[config.mk]
export PLATFORM = sky130hd
export DESIGN_NAME = csr_top
export DESIGN_NICKNAME = d
export VERILOG_FILES = /design/src/rtl/csr_pkg.sv /design/src/rtl/apb_slave_fsm.sv /design/src/rtl/csr_bank.sv /design/src/rtl/csr_timer.sv /design/src/rtl/csr_top.sv
export SDC_FILE = /design/constraint.sdc
export NUM_CORES = 1
export LEC_CHECK = 0
export ABC_AREA = 1
export BUFFER_PORTS_ARGS = -buffer_cell sky130_fd_sc_hd__buf_2
export CORE_ASPECT_RATIO = 1.25
export CORE_UTILIZATION = 55
export CTS_BUF_LIST = sky130_fd_sc_hd__clkbuf_8
export DETAILED_ROUTE_END_ITERATION = 10
export PLACE_DENSITY = 0.74
export SLEW_MARGIN = 0
export SYNTH_ARGS = -nofsm -noshare
export SYNTH_HDL_FRONTEND = slang
export SYNTH_SLANG_ARGS = --single-unit
[constraint.sdc]
create_clock -name clk -period 2.2 [get_ports clk]
set_input_delay 0.33 -clock clk [delete_from_list [all_inputs] [get_ports clk]]
set_output_delay 0.33 -clock clk [all_outputs]
set_load 0.03 [all_outputs]
[src/rtl/csr_pkg.sv]
package csr_pkg;

    localparam int CSR_ADDR_W = 14;
    localparam int CSR_DATA_W = 32;
    localparam int TIMER_W    = 32;
    localparam int CNT_W      = 64;

    // Architectural CSR numbers
    localparam logic [CSR_ADDR_W-1:0] CSR_CRMD  = 14'h000;
    localparam logic [CSR_ADDR_W-1:0] CSR_ECFG  = 14'h004;
    localparam logic [CSR_ADDR_W-1:0] CSR_ESTAT = 14'h005;
    localparam logic [CSR_ADDR_W-1:0] CSR_TID   = 14'h040;
    localparam logic [CSR_ADDR_W-1:0] CSR_TCFG  = 14'h041;
    localparam logic [CSR_ADDR_W-1:0] CSR_TVAL  = 14'h042;
    localparam logic [CSR_ADDR_W-1:0] CSR_TICLR = 14'h044;
    localparam logic [CSR_ADDR_W-1:0] CSR_CNTL  = 14'h100; // Stable counter, low word
    localparam logic [CSR_ADDR_W-1:0] CSR_CNTH  = 14'h101; // Stable counter, high word

    // Writable bits
    localparam logic [CSR_DATA_W-1:0] CRMD_MASK     = 32'h0000_0007; // PLV and IE
    localparam logic [CSR_DATA_W-1:0] ECFG_MASK     = 32'h0000_1fff; // LIE
    localparam logic [CSR_DATA_W-1:0] ESTAT_SW_MASK = 32'h0000_0003; // Software interrupts

    localparam int CRMD_IE_BIT = 2;

    // Interrupt layout in ESTAT and ECFG
    localparam int INT_HW_LSB = 2;
    localparam int INT_HW_NUM = 8;
    localparam int INT_TI_BIT = 11;
    localparam int INT_NUM    = 13;

    // APB slave FSM states
    localparam logic [1:0] ST_IDLE = 2'd0;
    localparam logic [1:0] ST_WAIT = 2'd1;
    localparam logic [1:0] ST_RESP = 2'd2;

    typedef struct packed {
        logic [29:0] initval;  // Load value without its two low zero bits
        logic        periodic;
        logic        en;
    } tcfg_fields_t;

    // TCFG seen as the CSR word or as the timer fields
    typedef union packed {
        logic [CSR_DATA_W-1:0] raw;
        tcfg_fields_t          f;
    } tcfg_u;

endpackage

[src/rtl/apb_slave_fsm.sv]
`timescale 1ns/1ps

module apb_slave_fsm (
    input  logic                           clk,
    input  logic                           rst_n_i,
    input  logic                           psel_i,
    input  logic                           penable_i,
    input  logic                           pwrite_i,
    input  logic [csr_pkg::CSR_ADDR_W-1:0] paddr_i,
    input  logic [csr_pkg::CSR_DATA_W-1:0] rd_data_i,
    input  logic                           addr_hit_i,
    output logic                           csr_wr_o,
    output logic [csr_pkg::CSR_ADDR_W-1:0] csr_addr_o,
    output logic [csr_pkg::CSR_DATA_W-1:0] prdata_o,
    output logic                           pready_o,
    output logic                           pslverr_o
);

    import csr_pkg::*;

    logic [1:0]            state_q;
    logic [1:0]            state_d;
    logic [CSR_DATA_W-1:0] rdata_q;
    logic                  err_q;

    // Setup, one access cycle for the CSR, one for the response
    always_comb begin
        state_d = state_q;
        case (state_q)
            ST_IDLE: begin
                if (psel_i && !penable_i) begin
                    state_d = ST_WAIT;
                end
            end
            ST_WAIT: state_d = ST_RESP;
            ST_RESP: state_d = ST_IDLE;
            default: state_d = ST_IDLE;
        endcase
    end

    always_ff @(posedge clk or negedge rst_n_i) begin
        if (!rst_n_i) begin
            state_q <= ST_IDLE;
            err_q   <= 1'b0;
            rdata_q <= '0;
        end else begin
            state_q <= state_d;
            if (state_q == ST_WAIT) begin
                err_q   <= ~addr_hit_i; // Unmapped CSR number
                // Read word sampled while the address is decoded
                rdata_q <= pwrite_i ? '0 : rd_data_i;
            end
        end
    end

    assign csr_addr_o = paddr_i;
    assign csr_wr_o   = (state_q == ST_WAIT) && pwrite_i && addr_hit_i;
    assign pready_o   = (state_q == ST_RESP);
    assign pslverr_o  = (state_q == ST_RESP) && err_q;
    assign prdata_o   = rdata_q;

endmodule

[src/rtl/csr_bank.sv]
`timescale 1ns/1ps

module csr_bank (
    input  logic                           clk,
    input  logic                           rst_n_i,
    input  logic                           csr_wr_i,
    input  logic [csr_pkg::CSR_ADDR_W-1:0] csr_addr_i,
    input  logic [csr_pkg::CSR_DATA_W-1:0] wdata_i,
    input  logic [csr_pkg::INT_HW_NUM-1:0] intrpt_i,
    input  logic [csr_pkg::TIMER_W-1:0]    tval_i,
    input  logic                           timer_int_i,
    input  logic [csr_pkg::CNT_W-1:0]      stable_cnt_i,
    output logic [csr_pkg::CSR_DATA_W-1:0] rd_data_o,
    output logic                           addr_hit_o,
    output logic                           tcfg_wr_o,
    output csr_pkg::tcfg_u                 tcfg_o,
    output logic                           ticlr_clr_o,
    output logic                           irq_o
);

    import csr_pkg::*;

    logic [CSR_DATA_W-1:0] crmd_q;
    logic [CSR_DATA_W-1:0] ecfg_q;
    logic [CSR_DATA_W-1:0] estat_sw_q;
    logic [CSR_DATA_W-1:0] tid_q;
    tcfg_u                 tcfg_q;
    logic [INT_HW_NUM-1:0] intrpt_q;
    logic                  tcfg_wr_q;
    logic [CSR_DATA_W-1:0] estat;

    always_ff @(posedge clk or negedge rst_n_i) begin
        if (!rst_n_i) begin
            crmd_q     <= '0;
            ecfg_q     <= '0;
            estat_sw_q <= '0;
            tid_q      <= '0;
            tcfg_q     <= '0;
            intrpt_q   <= '0;
            tcfg_wr_q  <= 1'b0;
        end else begin
            intrpt_q  <= intrpt_i; // External lines sampled every cycle
            tcfg_wr_q <= csr_wr_i && (csr_addr_i == CSR_TCFG);
            if (csr_wr_i) begin
                case (csr_addr_i)
                    CSR_CRMD:  crmd_q     <= wdata_i & CRMD_MASK; // PLV is storage only
                    CSR_ECFG:  ecfg_q     <= wdata_i & ECFG_MASK;
                    CSR_ESTAT: estat_sw_q <= wdata_i & ESTAT_SW_MASK;
                    CSR_TID:   tid_q      <= wdata_i;
                    CSR_TCFG:  tcfg_q.raw <= wdata_i;
                    default: ;  // TVAL and counter windows are read-only
                endcase
            end
        end
    end

    // ESTAT view: software bits, sampled lines, timer flag
    always_comb begin
        estat                                = estat_sw_q;
        estat[INT_HW_LSB +: INT_HW_NUM]      = intrpt_q;
        estat[INT_TI_BIT]                    = timer_int_i;
    end

    always_comb begin
        rd_data_o  = '0;
        addr_hit_o = 1'b1;
        case (csr_addr_i)
            CSR_CRMD:  rd_data_o = crmd_q;
            CSR_ECFG:  rd_data_o = ecfg_q;
            CSR_ESTAT: rd_data_o = estat;
            CSR_TID:   rd_data_o = tid_q;
            CSR_TCFG:  rd_data_o = tcfg_q.raw;
            CSR_TVAL:  rd_data_o = tval_i;
            CSR_TICLR: rd_data_o = '0;
            CSR_CNTL:  rd_data_o = stable_cnt_i[CSR_DATA_W-1:0];
            CSR_CNTH:  rd_data_o = stable_cnt_i[CNT_W-1:CSR_DATA_W];
            default:   addr_hit_o = 1'b0;
        endcase
    end

    // Bit 0 of a TICLR write clears the timer flag
    assign ticlr_clr_o = csr_wr_i && (csr_addr_i == CSR_TICLR) && wdata_i[0];

    // Timer reloads once the new TCFG is visible
    assign tcfg_wr_o = tcfg_wr_q;
    assign tcfg_o    = tcfg_q;

    assign irq_o = crmd_q[CRMD_IE_BIT] && |(estat[INT_NUM-1:0] & ecfg_q[INT_NUM-1:0]);

endmodule

[src/rtl/csr_timer.sv]
`timescale 1ns/1ps

module csr_timer (
    input  logic                        clk,
    input  logic                        rst_n_i,
    input  logic                        tcfg_wr_i,
    input  csr_pkg::tcfg_u              tcfg_i,
    input  logic                        ticlr_clr_i,
    output logic [csr_pkg::TIMER_W-1:0] tval_o,
    output logic                        timer_int_o,
    output logic [csr_pkg::CNT_W-1:0]   stable_cnt_o
);

    import csr_pkg::*;

    logic [CNT_W-1:0]   cnt_q;
    logic [TIMER_W-1:0] tval_q;
    logic [TIMER_W-1:0] load_val;
    logic               int_q;
    logic               expire;

    assign load_val = {tcfg_i.f.initval, 2'b00};

    // Step from 1 to 0, unless a new configuration is loading
    assign expire = !tcfg_wr_i && tcfg_i.f.en && (tval_q == TIMER_W'(1));

    // Free-running stable counter
    always_ff @(posedge clk or negedge rst_n_i) begin
        if (!rst_n_i) begin
            cnt_q <= '0;
        end else begin
            cnt_q <= cnt_q + 1'b1;
        end
    end

    always_ff @(posedge clk or negedge rst_n_i) begin
        if (!rst_n_i) begin
            tval_q <= '0;
        end else if (tcfg_wr_i) begin
            tval_q <= load_val;
        end else if (tcfg_i.f.en && (tval_q != '0)) begin
            if (expire && tcfg_i.f.periodic) begin
                tval_q <= load_val; // Periodic mode never rests at 0
            end else begin
                tval_q <= tval_q - 1'b1;
            end
        end
    end

    // Timer interrupt flag, a new expiry beats the clear
    always_ff @(posedge clk or negedge rst_n_i) begin
        if (!rst_n_i) begin
            int_q <= 1'b0;
        end else if (expire) begin
            int_q <= 1'b1;
        end else if (ticlr_clr_i) begin
            int_q <= 1'b0;
        end
    end

    assign tval_o       = tval_q;
    assign timer_int_o  = int_q;
    assign stable_cnt_o = cnt_q;

endmodule

[src/rtl/csr_top.sv]
`timescale 1ns/1ps

module csr_top (
    input  logic                           clk,
    input  logic                           rst_n_i,
    input  logic                           psel_i,
    input  logic                           penable_i,
    input  logic                           pwrite_i,
    input  logic [csr_pkg::CSR_ADDR_W-1:0] paddr_i,
    input  logic [csr_pkg::CSR_DATA_W-1:0] pwdata_i,
    output logic [csr_pkg::CSR_DATA_W-1:0] prdata_o,
    output logic                           pready_o,
    output logic                           pslverr_o,
    input  logic [csr_pkg::INT_HW_NUM-1:0] intrpt_i,
    output logic                           irq_o
);

    import csr_pkg::*;

    // APB FSM <-> register bank
    logic                  csr_wr;
    logic [CSR_ADDR_W-1:0] csr_addr;
    logic [CSR_DATA_W-1:0] rd_data;
    logic                  addr_hit;

    // Register bank <-> timer
    logic                  tcfg_wr;
    tcfg_u                 tcfg;
    logic                  ticlr_clr;
    logic [TIMER_W-1:0]    tval;
    logic                  timer_int;
    logic [CNT_W-1:0]      stable_cnt;

    apb_slave_fsm u_apb_fsm (
        .clk        (clk),
        .rst_n_i    (rst_n_i),
        .psel_i     (psel_i),
        .penable_i  (penable_i),
        .pwrite_i   (pwrite_i),
        .paddr_i    (paddr_i),
        .rd_data_i  (rd_data),
        .addr_hit_i (addr_hit),
        .csr_wr_o   (csr_wr),
        .csr_addr_o (csr_addr),
        .prdata_o   (prdata_o),
        .pready_o   (pready_o),
        .pslverr_o  (pslverr_o)
    );

    csr_bank u_bank (
        .clk          (clk),
        .rst_n_i      (rst_n_i),
        .csr_wr_i     (csr_wr),
        .csr_addr_i   (csr_addr),
        .wdata_i      (pwdata_i),   // Held by the master through the access
        .intrpt_i     (intrpt_i),
        .tval_i       (tval),
        .timer_int_i  (timer_int),
        .stable_cnt_i (stable_cnt),
        .rd_data_o    (rd_data),
        .addr_hit_o   (addr_hit),
        .tcfg_wr_o    (tcfg_wr),
        .tcfg_o       (tcfg),
        .ticlr_clr_o  (ticlr_clr),
        .irq_o        (irq_o)
    );

    csr_timer u_timer (
        .clk          (clk),
        .rst_n_i      (rst_n_i),
        .tcfg_wr_i    (tcfg_wr),
        .tcfg_i       (tcfg),
        .ticlr_clr_i  (ticlr_clr),
        .tval_o       (tval),
        .timer_int_o  (timer_int),
        .stable_cnt_o (stable_cnt)
    );

endmodule
==> run summary <==
The cell count after synthesis came out at 1,796. The area overhead of the layout relative to synthesis came out at 14.5%. The number of distinct library cells after synthesis was 36; the number of I/O port buffers was 93. The clock period could shrink to 2.02 ns. The number of buffers on the longest clock path is 3.

After clock tree synthesis, the setup repair step added 0 buffers. For the residual antenna-violating net count after detailed routing, the log shows 0. The H-tree generated during clock tree synthesis spans 2 levels. The layout has 2,104 filler cells. For the switching power summed over all nets, the log shows 0.00200 W. The first TritonRoute pass finished after 10 iterations. The critical path is of the register to output port type. The floorplan core area is 0.0229 mm2, and the proportion of power drawn by the clock network is 45.9%. The share of total power dissipated in sequential elements is 50.5%. Counting instances in the post-synthesis netlist gives the leading cell types as sky130_fd_sc_hd__nand2_1 (610), sky130_fd_sc_hd__nor2_1 (263), sky130_fd_sc_hd__dfrtp_1 (223).

Power per cell area: 557 mW/mm2. The most used flip-flop cell after synthesis is sky130_fd_sc_hd__dfrtp_1. The wire length of the first global-routing pass was 66,800 um; the final HPWL from detailed placement was 31,500 um.

The number of clock buffers inserted by TritonCTS came out at 39. Cells fill 64.1% of the core in the end. The minimum setup slack among reg-to-reg paths came out at 0.21 ns. The run gives 0 as the final hold violation count. After synthesis, flip-flops and latches occupy 43.6% of the total area. Classification of the worst-slack hold path: input port to register. The logs give 0 for the number of diodes added for antenna fixing and 0.443 mV for the maximum ir drop on the vdd rail. The clock network latency to the later pin of the worst-skew pair came out at 0.56 ns. The worst setup skew after layout came out at 0.0199 ns. Timing would allow up to 495 MHz. Synthesis produced a netlist with a net count of 1,858. The run finished, with violations left.

The routed design has 42,200 um of wire. Across all hold checks on the routed design, the worst slack comes to 0.0362 ns. The worst-margin pin slew was 0.862 ns; the average cell area after synthesis was 7.13 um2.

The post-CTS clock slew at the launch and capture registers of the worst setup and hold paths was 0.06 ns. The global-route congestion overflow total came out at 0. Routability-driven placement finished with a final weighted congestion of 0.983. The overall track demand over capacity in global routing came out at 36.0%. The endpoint type of the worst setup path is an output port.

For this design the static power due to leakage is 7.85 nW. The aggregate negative setup slack was 0 ns; the TritonCTS sink count was 223. The routed wire length per instance came out at 18.8 um.

For the initial core utilization, the log shows 56.0%. By area the synthesized netlist is led by sky130_fd_sc_hd__dfrtp_1 (44%), sky130_fd_sc_hd__nand2_1 (18%), sky130_fd_sc_hd__nor2_1 (7.7%). In this run, the number of DRC markers left after iteration 0 of detailed routing was 980. The via count of the first global-routing pass is 12.2k, and the number of max-capacitance violations reported is 0. Data on the critical path is required at its endpoint by 1.87 ns.

Headroom to the max-slew limit came out at 42.5%. The floorplan has 62 rows. The register bit count reported by yosys came out at 223. Type of element launching the critical path: a register. The internal power of the cells totals 0.00617 W. Of the post-synthesis cell area, the dominant cell type holds 43.6%. The die covers 0.0239 mm2.

In this run the horizontal extent of the chip is 139 um. The fraction of power spent switching nets was 24.5%. In the routed layout, each cell is associated on average with a via count of 5.66.

The I/O pin count was 94. The run gives 1.69 ns as the arrival time of data at the critical path endpoint. Setup violations remaining at the end of the flow were counted as 0. The floorplan step set the die height to 173 um. For the total of warnings raised by yosys, the log shows 0. Combinational cells account for 3.6% of the total power. The overall power was 0.00817 W. After synthesis, the share of flip-flops with an asynchronous set or reset is 100%. The overall via count from detail_route was 12.7k; the number of flops mapped to enable cells by yosys was 0. The synthesized area was 0.0128 mm2; the final clock period utilization by the worst path was 91.7%.

The cell sitting at the root of the clock tree is a sky130_fd_sc_hd__clkbuf_8. The number of max-slew violations in the final report was 0; the number of antenna violations at the first check in global routing was 0. Setup repair after global routing left no endpoint under its margin.

The checks that failed: DRC. Summed over all instances, the cell type with the most area after synthesis is sky130_fd_sc_hd__dfrtp_1. The top fanout value on the critical path works out to 3. TritonCTS built the clock tree. The post-route netlist has 12.6% of its cells at a drive strength greater than 1.

The most common cell in the synthesized netlist is sky130_fd_sc_hd__nand2_1. The net count of the finished layout is 1,993. Entering global routing, the biggest net connects 72 pins. For the DRC violations left, the log shows 5.
[cells by family after synthesis]
group / after synthesis / share of synthesized area [%]
and+or+nand+nor: 1182 / 39.9
buffers and inverters: 223 / 7.49
DFF: 223 / 43.6
AOI/OAI and AO/OA: 90 / 3.60
xor gates and xnor gates: 75 / 5.13
adders and majority gates: 3 / 0.293
[critical path, cell delays in order, from the launching register on]
cell and delay, ns:
sky130_fd_sc_hd__dfrtp_1 0.43, sky130_fd_sc_hd__nand2_1 0.08, sky130_fd_sc_hd__nand2_1 0.05, sky130_fd_sc_hd__a21oi_1 0.19, sky130_fd_sc_hd__nand3_1 0.11, sky130_fd_sc_hd__nand2_1 0.07
sky130_fd_sc_hd__inv_1 0.03, sky130_fd_sc_hd__buf_2 0.16
[layout make-up]
cell class                      count  area [um2]  share of cell area [%]
Clock buffer                       45         619                    4.22
Clock inverter                     19         109                   0.742
Inverter                          156         586                    3.99
Multi-Input combinational cell   1350        6290                    42.9
Sequential cell                   223        5580                    38.0
Tap cell                          288         360                    2.46
Timing Repair Buffer              161        1130                    7.68
[path summary, 6_finish.rpt]
| check | start | endpoint | cells after the start |
|---|---|---|---|
| worst min-delay path | pwdata_i[24] | u_bank.tcfg_o[24] | 3 |
| max in group asynchronous | rst_n_i | u_apb_fsm.prdata_o[4] | 3 |
| min in group asynchronous | rst_n_i | u_bank.tid_q[17] | 2 |
| worst min register to register | u_bank.ecfg_q[10] | u_bank.ecfg_q[10] | 2 |
| worst max register to register | u_timer.tval_o[20] | u_timer.tval_o[25] | 11 |
| worst max-delay path | u_timer.timer_int_o | irq_o | 7 |
[registers in the layout, indices dropped and copies added, names as in the netlist, 3 cells and up]
register	count
u_timer.stable_cnt_o	64
u_apb_fsm.prdata_o	32
u_bank.tcfg_o	32
u_bank.tid_q	32
u_timer.tval_o	32
u_bank.ecfg_q	13
u_bank.intrpt_q	8
u_bank.crmd_q	3
[power by group through the flow]
stage / clock network [W] / logic [W] / registers [W]
final: 0.00375 / 0.000290 / 0.00413
after global routing: 0.00395 / 0.000319 / 0.00413
after CTS: 0.00379 / 0.000292 / 0.00413
after detailed placement: 0 / 0.000276 / 0.00420
after global placement: 0 / 0.000272 / 0.00420
after floorplan: 0 / 0.0000664 / 0.00420
[cell usage in the layout, fill, tap and decap left out, drive strengths merged]
cell,n
xnor2,26
and2,2
xor2,49
a221oi,2
dfrtp,223
inv,171
o21bai,1
dlygate4sd3,11
nor4,2
nand2,618
clkinv,2
ha,3
nand3,151
clkbuf,45
clkinvlp,1
buf,150
nor3,28
nor2,281
a21oi,32
bufinv,1
nand4,90
o22ai,1
o21ai,54
nor3b,1
nand3b,9
[per-layer routing]
layer / track usage, % / vias up / part of all wire, %
met2: 60.5 / 487 / 48
met4: 20.6 / 0 / 5.6
met1: 44.5 / 6093 / 40
met5: 0 / - / 0
met3: 5.18 / 125 / 5.6
li1: - / 5983 / -
[what timing repair did]
item	CTS	global route
hold buffers	11	0
hold endpoints to repair	63	0
setup endpoints to repair	0	1
gates resized for setup	0	1
[stage by stage]
stage | instances | worst slack, ns | area (um2)
after floorplan | 1796 | 0.573 | 12800
after global placement | 2167 | 0.224 | 13800
after detailed placement | 2167 | 0.124 | 13800
after CTS | 2242 | 0.0949 | 14700
after global routing | 2242 | 0.0365 | 14700
final | 2242 | 0.182 | 14700
Power figures use the tool's default switching activity.
